<file path="src/common/gmii_tx_defines.svh">
`ifndef GMII_TX_DEFINES_SVH
`define GMII_TX_DEFINES_SVH

// --------------------------------------------------
// Station addresses
// --------------------------------------------------
// Base values, the last byte is moved by station_id
`define SRC_MAC         48'h0023_4567_8901
`define DST_MAC         48'h0023_4567_8902
`define SRC_IP          32'hC0A8_0001
`define DST_IP          32'hC0A8_0002

// --------------------------------------------------
// Fixed header fields
// --------------------------------------------------
`define ETH_TYPE        16'h0800
`define IP_VER_TOS      16'h4500
`define IP_IDEN         16'h0000
`define IP_FLAG         16'h4000
`define IP_TTL          8'h40
`define IP_PROT         8'h11
`define UDP_SRC_PORT    16'h3038
`define UDP_DST_PORT    16'h3039
`define PKT_TYPE_VIDEO  8'h00

// --------------------------------------------------
// Frame geometry
// --------------------------------------------------
`define PIXEL_BYTES     1200
// IP hdr 20 + UDP hdr 8 + type 1 + resolution 2
`define IP_TOTAL_LEN    16'(31 + `PIXEL_BYTES)
`define UDP_TOTAL_LEN   16'(11 + `PIXEL_BYTES)
`define PREAMBLE_BYTES  7
`define HDR_BYTES       42
`define IFG_CYCLES      12

`endif

</file>
<file path="src/common/gmii_tx_pkg.sv">
package gmii_tx_pkg;

	// Frame phases of the transmitter
	typedef enum logic [3:0] {
		IDLE,
		PRE,
		SFD,
		HEADER,
		PKT_TYPE,
		RESOL,
		PAYLOAD,
		FCS,
		IFG
	} tx_state_e;

	// Where the next GMII byte comes from
	typedef enum logic [1:0] {
		SRC_FIXED,
		SRC_HEADER,
		SRC_PIXEL,
		SRC_CRC
	} byte_src_e;

	// Byte index inside the current field
	typedef logic [10:0] field_pos_t;

	// --------------------------------------------------
	// FIFO word, two readings of the same 48 bits
	// --------------------------------------------------
	typedef struct packed {
		logic [15:0] line_tag;
		logic [7:0]  y;
		logic [7:0]  c;
		logic [15:0] spare;
	} pix_video_t;

	typedef struct packed {
		logic [15:0] line_tag;
		logic [7:0]  red;
		logic [7:0]  green;
		logic [7:0]  blue;
		logic [7:0]  spare;
	} pix_colour_t;

	typedef union packed {
		pix_video_t  video;
		pix_colour_t colour;
	} pixel_word_u;

	// Ethernet, IPv4 and UDP headers in wire order, 42 bytes
	typedef struct packed {
		logic [47:0] dst_mac;
		logic [47:0] src_mac;
		logic [15:0] eth_type;
		logic [15:0] ver_tos;
		logic [15:0] total_len;
		logic [15:0] iden;
		logic [15:0] flag;
		logic [7:0]  ttl;
		logic [7:0]  prot;
		logic [15:0] csum;
		logic [31:0] src_ip;
		logic [31:0] dst_ip;
		logic [15:0] src_port;
		logic [15:0] dst_port;
		logic [15:0] udp_len;
		logic [15:0] udp_csum;
	} frame_hdr_t;

endpackage

</file>
<file path="src/framer/frame_header_gen.sv">
`timescale 1ns/1ps
`include "gmii_tx_defines.svh"

module frame_header_gen (
	input  logic                    fifo_clk,
	input  logic                    sys_rst,
	input  logic                    station_id,
	input  logic                    header_go,
	input  gmii_tx_pkg::field_pos_t field_pos,
	output logic [7:0]              header_byte
);

	localparam logic [47:0] SRC_MAC_BASE = `SRC_MAC;
	localparam logic [47:0] DST_MAC_BASE = `DST_MAC;
	localparam logic [31:0] SRC_IP_BASE  = `SRC_IP;
	localparam logic [31:0] DST_IP_BASE  = `DST_IP;

	gmii_tx_pkg::frame_hdr_t     hdr;
	logic [`HDR_BYTES*8-1:0]     hdr_bits;
	logic [15:0]                 ip_word [0:9];
	logic [2:0]                  sum_step;
	logic [3:0]                  pair_lo;
	logic [3:0]                  pair_hi;
	logic [19:0]                 sum_acc;
	logic [15:0]                 ip_csum;
	logic [5:0]                  byte_idx;

	// --------------------------------------------------
	// Header image
	// --------------------------------------------------
	always_comb begin
		hdr.dst_mac   = {DST_MAC_BASE[47:8], DST_MAC_BASE[7:0] - {7'd0, station_id}};
		hdr.src_mac   = {SRC_MAC_BASE[47:8], SRC_MAC_BASE[7:0] + {7'd0, station_id}};
		hdr.eth_type  = `ETH_TYPE;
		hdr.ver_tos   = `IP_VER_TOS;
		hdr.total_len = `IP_TOTAL_LEN;
		hdr.iden      = `IP_IDEN;
		hdr.flag      = `IP_FLAG;
		hdr.ttl       = `IP_TTL;
		hdr.prot      = `IP_PROT;
		hdr.csum      = ip_csum;
		hdr.src_ip    = {SRC_IP_BASE[31:8], SRC_IP_BASE[7:0] + {7'd0, station_id}};
		hdr.dst_ip    = {DST_IP_BASE[31:8], DST_IP_BASE[7:0] - {7'd0, station_id}};
		hdr.src_port  = `UDP_SRC_PORT;
		hdr.dst_port  = `UDP_DST_PORT;
		hdr.udp_len   = `UDP_TOTAL_LEN;
		// UDP checksum not used
		hdr.udp_csum  = 16'h0000;
	end

	// Ten IPv4 header words, checksum slot counted as zero
	always_comb begin
		ip_word[0] = hdr.ver_tos;
		ip_word[1] = hdr.total_len;
		ip_word[2] = hdr.iden;
		ip_word[3] = hdr.flag;
		ip_word[4] = {hdr.ttl, hdr.prot};
		ip_word[5] = 16'h0000;
		ip_word[6] = hdr.src_ip[31:16];
		ip_word[7] = hdr.src_ip[15:0];
		ip_word[8] = hdr.dst_ip[31:16];
		ip_word[9] = hdr.dst_ip[15:0];
	end

	// --------------------------------------------------
	// Checksum, two words per step, fold on step 6
	// --------------------------------------------------
	assign pair_lo = {sum_step - 3'd1, 1'b0};
	assign pair_hi = {sum_step - 3'd1, 1'b1};

	always_ff @(posedge fifo_clk) begin
		if (sys_rst)
			sum_step <= '0;
		else if (header_go)
			sum_step <= 3'd1;
		else if (sum_step == 3'd6)
			sum_step <= '0;
		else if (sum_step != '0)
			sum_step <= sum_step + 3'd1;
	end

	always_ff @(posedge fifo_clk) begin
		if (header_go)
			sum_acc <= '0;
		else if (sum_step == 3'd6)
			sum_acc <= {4'd0, sum_acc[15:0]} + {16'd0, sum_acc[19:16]};
		else if (sum_step != '0)
			sum_acc <= sum_acc + {4'd0, ip_word[pair_lo]} + {4'd0, ip_word[pair_hi]};
	end

	// Last end-around carry folded here
	assign ip_csum = ~(sum_acc[15:0] + {15'd0, sum_acc[16]});

	// Byte 0 sits in the top bits of the image
	assign hdr_bits    = hdr;
	assign byte_idx    = 6'(`HDR_BYTES - 1) - field_pos[5:0];
	assign header_byte = (field_pos < `HDR_BYTES) ? hdr_bits[{byte_idx, 3'b000} +: 8] : 8'h00;

endmodule

</file>
<file path="src/framer/tx_frame_fsm.sv">
`timescale 1ns/1ps
`include "gmii_tx_defines.svh"

module tx_frame_fsm (
	input  logic                    fifo_clk,
	input  logic                    sys_rst,
	input  logic                    fifo_empty,
	input  logic                    line_ready,
	input  logic [7:0]              header_byte,
	input  logic [7:0]              pix_byte,
	input  logic [31:0]             crc_out,
	output logic                    header_go,
	output logic                    resol_go,
	output logic                    payload_go,
	output logic                    crc_init,
	output gmii_tx_pkg::field_pos_t field_pos,
	output logic                    tx_en,
	output logic [7:0]              txd
);

	gmii_tx_pkg::tx_state_e state;
	gmii_tx_pkg::byte_src_e byte_src;
	logic [3:0]             gap_cnt;
	logic [23:0]            fcs_hold;
	logic                   start;
	logic                   frame_live;
	logic [7:0]             fixed_byte;
	logic [7:0]             next_byte;

	// Preamble byte 0 is issued from IDLE so tx_en rises one cycle after start
	assign start      = (state == gmii_tx_pkg::IDLE) && !fifo_empty && line_ready;
	assign header_go  = start;
	assign resol_go   = (state == gmii_tx_pkg::RESOL);
	assign payload_go = (state == gmii_tx_pkg::PAYLOAD);
	assign frame_live = start || !(state inside {gmii_tx_pkg::IDLE, gmii_tx_pkg::IFG});

	// --------------------------------------------------
	// Byte source selection
	// --------------------------------------------------
	always_comb begin
		byte_src   = gmii_tx_pkg::SRC_FIXED;
		fixed_byte = 8'h55;
		case (state)
			gmii_tx_pkg::SFD:      fixed_byte = 8'hD5;
			gmii_tx_pkg::HEADER:   byte_src = gmii_tx_pkg::SRC_HEADER;
			gmii_tx_pkg::PKT_TYPE: fixed_byte = `PKT_TYPE_VIDEO;
			gmii_tx_pkg::RESOL:    byte_src = gmii_tx_pkg::SRC_PIXEL;
			gmii_tx_pkg::PAYLOAD:  byte_src = gmii_tx_pkg::SRC_PIXEL;
			gmii_tx_pkg::FCS:      byte_src = gmii_tx_pkg::SRC_CRC;
			default:               fixed_byte = 8'h55;
		endcase
	end

	// FCS byte 0 straight from the CRC, the rest from the held copy
	always_comb begin
		case (byte_src)
			gmii_tx_pkg::SRC_HEADER: next_byte = header_byte;
			gmii_tx_pkg::SRC_PIXEL:  next_byte = pix_byte;
			gmii_tx_pkg::SRC_CRC:    next_byte = (field_pos == '0) ? crc_out[31:24] : fcs_hold[23:16];
			default:                 next_byte = fixed_byte;
		endcase
	end

	always_ff @(posedge fifo_clk) begin
		if (state == gmii_tx_pkg::FCS) begin
			fcs_hold <= (field_pos == '0) ? crc_out[23:0] : {fcs_hold[15:0], 8'h00};
		end
	end

	// --------------------------------------------------
	// Phase sequencing
	// --------------------------------------------------
	always_ff @(posedge fifo_clk) begin
		if (sys_rst) begin
			state     <= gmii_tx_pkg::IDLE;
			field_pos <= '0;
			gap_cnt   <= '0;
			crc_init  <= 1'b0;
			tx_en     <= 1'b0;
			txd       <= 8'h00;
		end else begin
			tx_en     <= frame_live;
			txd       <= frame_live ? next_byte : 8'h00;
			crc_init  <= (state == gmii_tx_pkg::SFD);
			field_pos <= field_pos + 11'd1;
			case (state)
				gmii_tx_pkg::IDLE: begin
					field_pos <= 11'd1;
					if (start)
						state <= gmii_tx_pkg::PRE;
				end
				gmii_tx_pkg::PRE: begin
					if (field_pos == 11'(`PREAMBLE_BYTES - 1)) begin
						state     <= gmii_tx_pkg::SFD;
						field_pos <= '0;
					end
				end
				gmii_tx_pkg::SFD: begin
					state     <= gmii_tx_pkg::HEADER;
					field_pos <= '0;
				end
				gmii_tx_pkg::HEADER: begin
					if (field_pos == 11'(`HDR_BYTES - 1)) begin
						state     <= gmii_tx_pkg::PKT_TYPE;
						field_pos <= '0;
					end
				end
				gmii_tx_pkg::PKT_TYPE: begin
					state     <= gmii_tx_pkg::RESOL;
					field_pos <= '0;
				end
				gmii_tx_pkg::RESOL: begin
					if (field_pos == 11'd1) begin
						state     <= gmii_tx_pkg::PAYLOAD;
						field_pos <= '0;
					end
				end
				gmii_tx_pkg::PAYLOAD: begin
					if (field_pos == 11'(`PIXEL_BYTES - 1)) begin
						state     <= gmii_tx_pkg::FCS;
						field_pos <= '0;
					end
				end
				gmii_tx_pkg::FCS: begin
					if (field_pos == 11'd3) begin
						state     <= gmii_tx_pkg::IFG;
						field_pos <= '0;
						// One idle cycle is spent leaving FCS
						gap_cnt   <= 4'(`IFG_CYCLES - 1);
					end
				end
				default: begin
					field_pos <= '0;
					if (gap_cnt == '0)
						state <= gmii_tx_pkg::IDLE;
					else
						gap_cnt <= gap_cnt - 4'd1;
				end
			endcase
		end
	end

endmodule

</file>
<file path="src/verilog/crc32_gen.sv">
`timescale 1ns/1ps

module crc32_gen (
	input  logic        fifo_clk,
	input  logic        sys_rst,
	input  logic        crc_init,
	input  logic        tx_en,
	input  logic [7:0]  txd,
	output logic [31:0] crc_out
);

	logic [31:0] crc_q;
	logic [31:0] crc_next;
	logic [31:0] fcs;

	// Reflected form of polynomial 0x04C11DB7, LSB first
	function automatic logic [31:0] crc_byte(input logic [31:0] crc, input logic [7:0] data);
		logic [31:0] c;
		c = crc ^ {24'd0, data};
		for (int i = 0; i < 8; i++) begin
			c = c[0] ? ((c >> 1) ^ 32'hEDB8_8320) : (c >> 1);
		end
		return c;
	endfunction

	// Includes the byte on txd now, so the FCS is ready as the last payload byte leaves
	assign crc_next = tx_en ? crc_byte(crc_q, txd) : crc_q;
	assign fcs      = ~crc_next;

	// Wire order is fcs[7:0] first, placed in the top byte for the sequencer
	assign crc_out = {fcs[7:0], fcs[15:8], fcs[23:16], fcs[31:24]};

	always_ff @(posedge fifo_clk) begin
		if (sys_rst)
			crc_q <= '1;
		else if (crc_init)
			crc_q <= '1;
		else
			crc_q <= crc_next;
	end

endmodule

</file>
<file path="src/verilog/gmii_udp_tx.sv">
`timescale 1ns/1ps

module gmii_udp_tx (
	input  logic        fifo_clk,
	input  logic        sys_rst,
	input  logic [47:0] fifo_dout,
	input  logic        fifo_empty,
	input  logic        line_ready,
	input  logic        pixel_mode,
	input  logic        station_id,
	output logic        rd_en,
	output logic        tx_en,
	output logic [7:0]  txd
);

	logic                    header_go;
	logic                    resol_go;
	logic                    payload_go;
	logic                    crc_init;
	gmii_tx_pkg::field_pos_t field_pos;
	logic [7:0]              header_byte;
	logic [7:0]              pix_byte;
	logic [31:0]             crc_out;

	// Sequencer owns the txd register and its source mux
	tx_frame_fsm u_tx_frame_fsm (
		.fifo_clk   (fifo_clk),
		.sys_rst    (sys_rst),
		.fifo_empty (fifo_empty),
		.line_ready (line_ready),
		.header_byte(header_byte),
		.pix_byte   (pix_byte),
		.crc_out    (crc_out),
		.header_go  (header_go),
		.resol_go   (resol_go),
		.payload_go (payload_go),
		.crc_init   (crc_init),
		.field_pos  (field_pos),
		.tx_en      (tx_en),
		.txd        (txd)
	);

	frame_header_gen u_frame_header_gen (
		.fifo_clk   (fifo_clk),
		.sys_rst    (sys_rst),
		.station_id (station_id),
		.header_go  (header_go),
		.field_pos  (field_pos),
		.header_byte(header_byte)
	);

	pixel_packer u_pixel_packer (
		.fifo_clk  (fifo_clk),
		.sys_rst   (sys_rst),
		.fifo_dout (fifo_dout),
		.pixel_mode(pixel_mode),
		.resol_go  (resol_go),
		.payload_go(payload_go),
		.field_pos (field_pos),
		.pix_byte  (pix_byte),
		.rd_en     (rd_en)
	);

	// CRC runs on the registered GMII byte stream
	crc32_gen u_crc32_gen (
		.fifo_clk(fifo_clk),
		.sys_rst (sys_rst),
		.crc_init(crc_init),
		.tx_en   (tx_en),
		.txd     (txd),
		.crc_out (crc_out)
	);

endmodule

</file>
<file path="src/verilog/pixel_packer.sv">
`timescale 1ns/1ps

module pixel_packer (
	input  logic                     fifo_clk,
	input  logic                     sys_rst,
	input  gmii_tx_pkg::pixel_word_u fifo_dout,
	input  logic                     pixel_mode,
	input  logic                     resol_go,
	input  logic                     payload_go,
	input  gmii_tx_pkg::field_pos_t  field_pos,
	output logic [7:0]               pix_byte,
	output logic                     rd_en
);

	// Second byte of the current payload pair
	logic pair_sel;

	always_ff @(posedge fifo_clk) begin
		if (sys_rst)
			pair_sel <= 1'b0;
		else if (!payload_go)
			pair_sel <= 1'b0;
		else
			pair_sel <= ~pair_sel;
	end

	// --------------------------------------------------
	// Byte selection
	// --------------------------------------------------
	always_comb begin
		if (resol_go) begin
			// Line tag, high byte first
			if (field_pos == '0)
				pix_byte = fifo_dout.video.line_tag[15:8];
			else
				pix_byte = fifo_dout.video.line_tag[7:0];
		end else if (pixel_mode) begin
			pix_byte = pair_sel ? fifo_dout.colour.red : fifo_dout.colour.green;
		end else begin
			pix_byte = pair_sel ? fifo_dout.video.c : fifo_dout.video.y;
		end
	end

	// FWFT pop once the word's last byte is taken
	assign rd_en = (resol_go && field_pos == 11'd1) || (payload_go && pair_sel);

endmodule
</file>
<file path="config.mk">
export PLATFORM = sky130hd
export DESIGN_NAME = gmii_udp_tx
export DESIGN_NICKNAME = d
export VERILOG_FILES = /design/src/common/gmii_tx_pkg.sv /design/src/framer/frame_header_gen.sv /design/src/framer/tx_frame_fsm.sv /design/src/verilog/crc32_gen.sv /design/src/verilog/gmii_udp_tx.sv /design/src/verilog/pixel_packer.sv
export VERILOG_INCLUDE_DIRS = /design/src /design/src/common
export SDC_FILE = /design/constraint.sdc
export NUM_CORES = 1
export LEC_CHECK = 0
export ABC_AREA = 1
export ABC_CLOCK_PERIOD_IN_PS = 3000
export BUFFER_PORTS_ARGS = -buffer_cell sky130_fd_sc_hd__buf_2
export CAP_MARGIN = 20
export CORE_MARGIN = 2
export CORE_UTILIZATION = 56
export DETAILED_ROUTE_END_ITERATION = 7
export PLACE_DENSITY = 0.78
export REMOVE_ABC_BUFFERS = 1
export SETUP_SLACK_MARGIN = 0.02
export SYNTH_ARGS = -nofsm -noshare
export SYNTH_HDL_FRONTEND = slang
export SYNTH_HIERARCHICAL = 1
export SYNTH_SLANG_ARGS = --single-unit
</file>
<file path="constraint.sdc">
create_clock -name fifo_clk -period 3 [get_ports fifo_clk]
set_clock_uncertainty 0.1 [all_clocks]
set_input_delay 0 -clock fifo_clk [delete_from_list [all_inputs] [get_ports fifo_clk]]
set_output_delay 0 -clock fifo_clk [all_outputs]
set_load 0.02 [all_outputs]
</file>
==> summary.txt <==
=====================================================================================
Die height                                                               132.6 microns
Ratio of total power to cell area                                        1110 mW/mm^2
Worst slew margin relative to its limit                                        0.6058
Number of design rule violations left after detail routing                          0
Data arrival time of the worst path                                           3090 ps
Count of routing violations after the opening detailed-route iteration            797
TritonCTS buffer count                                                              9
Final total negative setup slack                                                 0 ps
Total placed cells including tap cells                                           1704
Vias in the first global route                                                   8656
Layout net count                                                                 1603
Total grt overflow                                                                  0
Routed Antenna Nets                                                                 0
Final Worst Setup Slack                                                      81.73 ps
Number of non-filler instances in the completed layout                           1726
Routed wire per std cell                                                 14.61 microns
Sequential cell fraction of total power                                         0.213
End point of the worst hold path                                         u_tx_frame_fsm/txd[7]$_SDFF_PP0_
Post-synthesis sequential area ratio                                           0.2616
TritonCTS clock tree                                                            built
Required time worst endpoint                                                  3170 ps
Clock Sinks                                                                       109
DRT Wirelength                                                               25.21 mm
Setup slack of the most critical reg-to-reg path                                80 ps
Via-per-instance ratio                                                          5.470
Peak supply drop                                                             691.3 uV
Most instantiated flip-flop cell in the synthesis netlist                     dfxtp_1
Cell breakdown of the critical path                                      inv_2 -> ha_4 -> ha_4 -> nand2_4 -> xor2_1 -> inv_1 -> ha_4 -> o21bai_1 -> ha_1 -> nand2_1 -> nand2_2 -> o21bai_4 -> a21oi_1 -> o21ai_1 -> nand2_1 -> nand3_1 -> nand2_1 -> nor2_1
Final core utilization                                                         0.6422
Cell depth of the worst setup path                                                 18
Leading cell type in the layout, fill and taps excluded                       nand2_1
Worst Min Path Start                                                     fifo_dout[31]
Total power draw                                                            0.01166 W
Switching power                                                            0.006110 W
Path category of the worst min-delay check                               input port to register
Register bit total from synthesis                                                 109
Port buffer count                                                                  47
Comb pwr share                                                                  0.679
Routability Congestion                                                         0.9927
Multi-input gate area in the final layout                                0.006077 sq mm
Critical path's largest stage delay                                            370 ps
Proportion of layout cells with a drive suffix above 1                         0.1866
Worst Path Buf+Inv                                                                  2
Die area                                                                 0.01758 sq mm
Synthesized instance count                                                       1427
Worst Setup End Kind                                                         register
Capture point of the worst reg-to-reg path                               u_frame_header_gen/sum_acc[13]$_SDFFE_PP0P_
Number of max-slew violations in the final report                                   0
Die outline width                                                        132.6 microns
Register area                                                            0.002425 sq mm
Number of fill cells in the layout                                               1516
Count of synthesis-stage warnings from yosys                                        6
Fraction of the cycle the final worst path needs                               0.9728
Cell Area, Synth                                                         0.009261 sq mm
Hold path depth                                                                     7
Mean area per synthesized cell                                            6.490 sq um
Slowest cell on the critical path                                                ha_1
N_diodes                                                                            0
Pin count of the biggest net entering global routing                               48
Via count of the routed design                                                   9442
Number of cells traversed by the worst register-to-register path                   18
Switching part of the total power                                              0.5242
Number of enable flip-flop cells after synthesis                                   24
Static power due to leakage                                                  5.235 nW
Internal portion of total power                                            0.005546 W
CTS clk-pin slew, worst paths                                                   90 ps
Pre-Repair DR Iteration Count                                                       6
Critical Path Source Type                                                    register
Maximum Capacitance Violations                                                      0
Cell class contributing the biggest share of worst-path delay             adder cells
Final setup violation count                                                         0
Unrepaired setup endpoints after global routing                                   yes
Std-Cell Rows                                                                      47
DPL Wire Length                                                              18.89 mm
Slew @ Worst Pin                                                             585.1 ps
Path type of the worst setup path                                        register to register
Async S/R FF share, synth                                                           0
Overall track demand over capacity in global routing                           0.2798
Clock buffer depth                                                                  2
Minimum clock period after layout                                             2918 ps
Htree depth                                                                         3
Wire length of the first global-routing pass                                 40.27 mm
Crit Path Max Fanout                                                                5
Pre-CTS setup slack                                                         -115.7 ps
Top library cells by usage in the layout, fill and taps aside            nand2_1 (421), inv_1 (172), nand3_1 (113)
Unique cell type count in the Yosys netlist                                        60
Total core area                                                          0.01635 sq mm
Beginning of the worst register-to-register path                         u_frame_header_gen/sum_step[0]$_SDFFE_PP0P_
Clock latency reported for the late side of the worst-skew pair                370 ps
P&R area growth vs syn                                                         13.36%
Status                                                                   finished, final reports clean
Boundary pin count                                                                 64
Initial antenna violation count                                                     0
Fmax achieved                                                               342.7 MHz
Starting utilization of the core area                                          0.5665
Portion of total power attributed to the clock network                          0.109
Root Buffer Master                                                          clkbuf_16
Endpoints failing hold                                                              0
=====================================================================================
sequential cells by signal, summed over array words and instances, names as in the netlist, named ones only:
signal                       count
u_tx_frame_fsm/tx_en             1
u_frame_header_gen/sum_step      3
u_pixel_packer/pair_sel          1
u_tx_frame_fsm/crc_init          1
u_tx_frame_fsm/gap_cnt           4
u_tx_frame_fsm/state             4
u_tx_frame_fsm/field_pos        11
u_frame_header_gen/sum_acc      20
u_crc32_gen/crc_q               24
u_tx_frame_fsm/txd               8
u_tx_frame_fsm/fcs_hold         24
repair_timing:
item	in CTS	in global routing
resized for setup	19	44
hold endpoints to repair	8	0
setup buffers	1	1
setup endpoints to repair	14	16
pin swaps	10	28
hold buffers	4	0
layout make-up:
cell class,instances,share of cell area
flip-flops and latches,109,0.2310
clock inverters,7,0.007866
clock buffers,9,0.02145
repair buffers,94,0.05697
well taps,220,0.02622
multi-input cells,1072,0.5788
inverters,215,0.07770
Yosys cell counts, types with 7 or more instances:
| library cell | number | share of area |
|---|---|---|
| a21oi_1 | 61 | 0.033 |
| a22oi_1 | 8 | 0.0065 |
| a31oi_1 | 7 | 0.0047 |
| clkbuf_1 | 12 | 0.0049 |
| dfxtp_1 | 85 | 0.18 |
| edfxtp_1 | 24 | 0.078 |
| ha_1 | 44 | 0.059 |
| inv_1 | 179 | 0.073 |
| inv_2 | 30 | 0.012 |
| nand2_1 | 432 | 0.18 |
| nand2_2 | 25 | 0.017 |
| nand2_4 | 8 | 0.0097 |
| nand3_1 | 116 | 0.063 |
| nand4_1 | 10 | 0.0068 |
| nor2_1 | 103 | 0.042 |
| nor2_2 | 19 | 0.013 |
| nor2_4 | 9 | 0.011 |
| nor3_1 | 12 | 0.0065 |
| o211ai_1 | 11 | 0.0089 |
| o21ai_0 | 48 | 0.026 |
| o21ai_1 | 16 | 0.0086 |
| o21bai_1 | 10 | 0.0081 |
| xnor2_1 | 7 | 0.0066 |
| xor2_1 | 51 | 0.048 |
how the worst max path moves through the flow:
stage,start,endpoint
global placement,u_frame_header_gen/sum_step[0]$_SDFFE_PP0P_,u_frame_header_gen/sum_acc[19]$_SDFFE_PP0P_
CTS,u_frame_header_gen/sum_step[0]$_SDFFE_PP0P_,u_frame_header_gen/sum_acc[19]$_SDFFE_PP0P_
detailed placement,u_frame_header_gen/sum_step[0]$_SDFFE_PP0P_,u_frame_header_gen/sum_acc[19]$_SDFFE_PP0P_
global route,u_frame_header_gen/sum_step[0]$_SDFFE_PP0P_,u_frame_header_gen/sum_acc[13]$_SDFFE_PP0P_
floorplan,u_frame_header_gen/sum_step[0]$_SDFFE_PP0P_,u_frame_header_gen/sum_acc[19]$_SDFFE_PP0P_
finish,u_frame_header_gen/sum_step[0]$_SDFFE_PP0P_,u_frame_header_gen/sum_acc[13]$_SDFFE_PP0P_
metrics by stage:
stage	area (sq um)	hold slack, ps
3_5_place_dp	9897	237.9
3_3_place_gp	9897	232.2
5_1_grt	10500	64.60
4_1_cts	10310	19.03
2_1_floorplan	9076	-30.93
6_report	10500	25.91
kinds of logic (layout without fill, tap and decap cells):
kind of cell             after synthesis  in the layout  synth area share
AO/OA/AOI/OAI                        192            192            0.1233
XOR/XNOR                              63             63           0.06485
multiplexers                           2              2          0.002162
AND/OR/NAND/NOR                      767            767            0.3725
buffers and inverters                246            325            0.1075
adder cells (fa/ha/maj)               48             48           0.06809
flip-flops                           109            109            0.2616
power groups by stage:
stage	Sequential (W)	Combinational, W	Clock, W
floorplan	0.00245	0.00521	0
detailed placement	0.00249	0.00718	0
global placement	0.00248	0.00702	0
CTS	0.00246	0.00734	0.00128
finish	0.00248	0.00791	0.00127
global route	0.00252	0.00879	0.00134
worst min-delay path, delay by kind of cell:
| family | cells | cell delay (ps) |
|---|---|---|
| buffers and inverters | 1 | 70 |
| AND/OR/NAND/NOR | 4 | 240 |
| AO/OA/AOI/OAI | 2 | 140 |
per-layer routing:
metal	wire [microns]	GRT usage	vias to the layer above	part of all wire
met1	10930	0.3664	4315	0.43
met5	0	0	-	0
met3	1452	0.03678	59	0.058
li1	-	-	4713	-
met4	638	0.08961	0	0.025
met2	12190	0.4793	355	0.48
No activity file was read; power rests on OpenSTA's default activity.
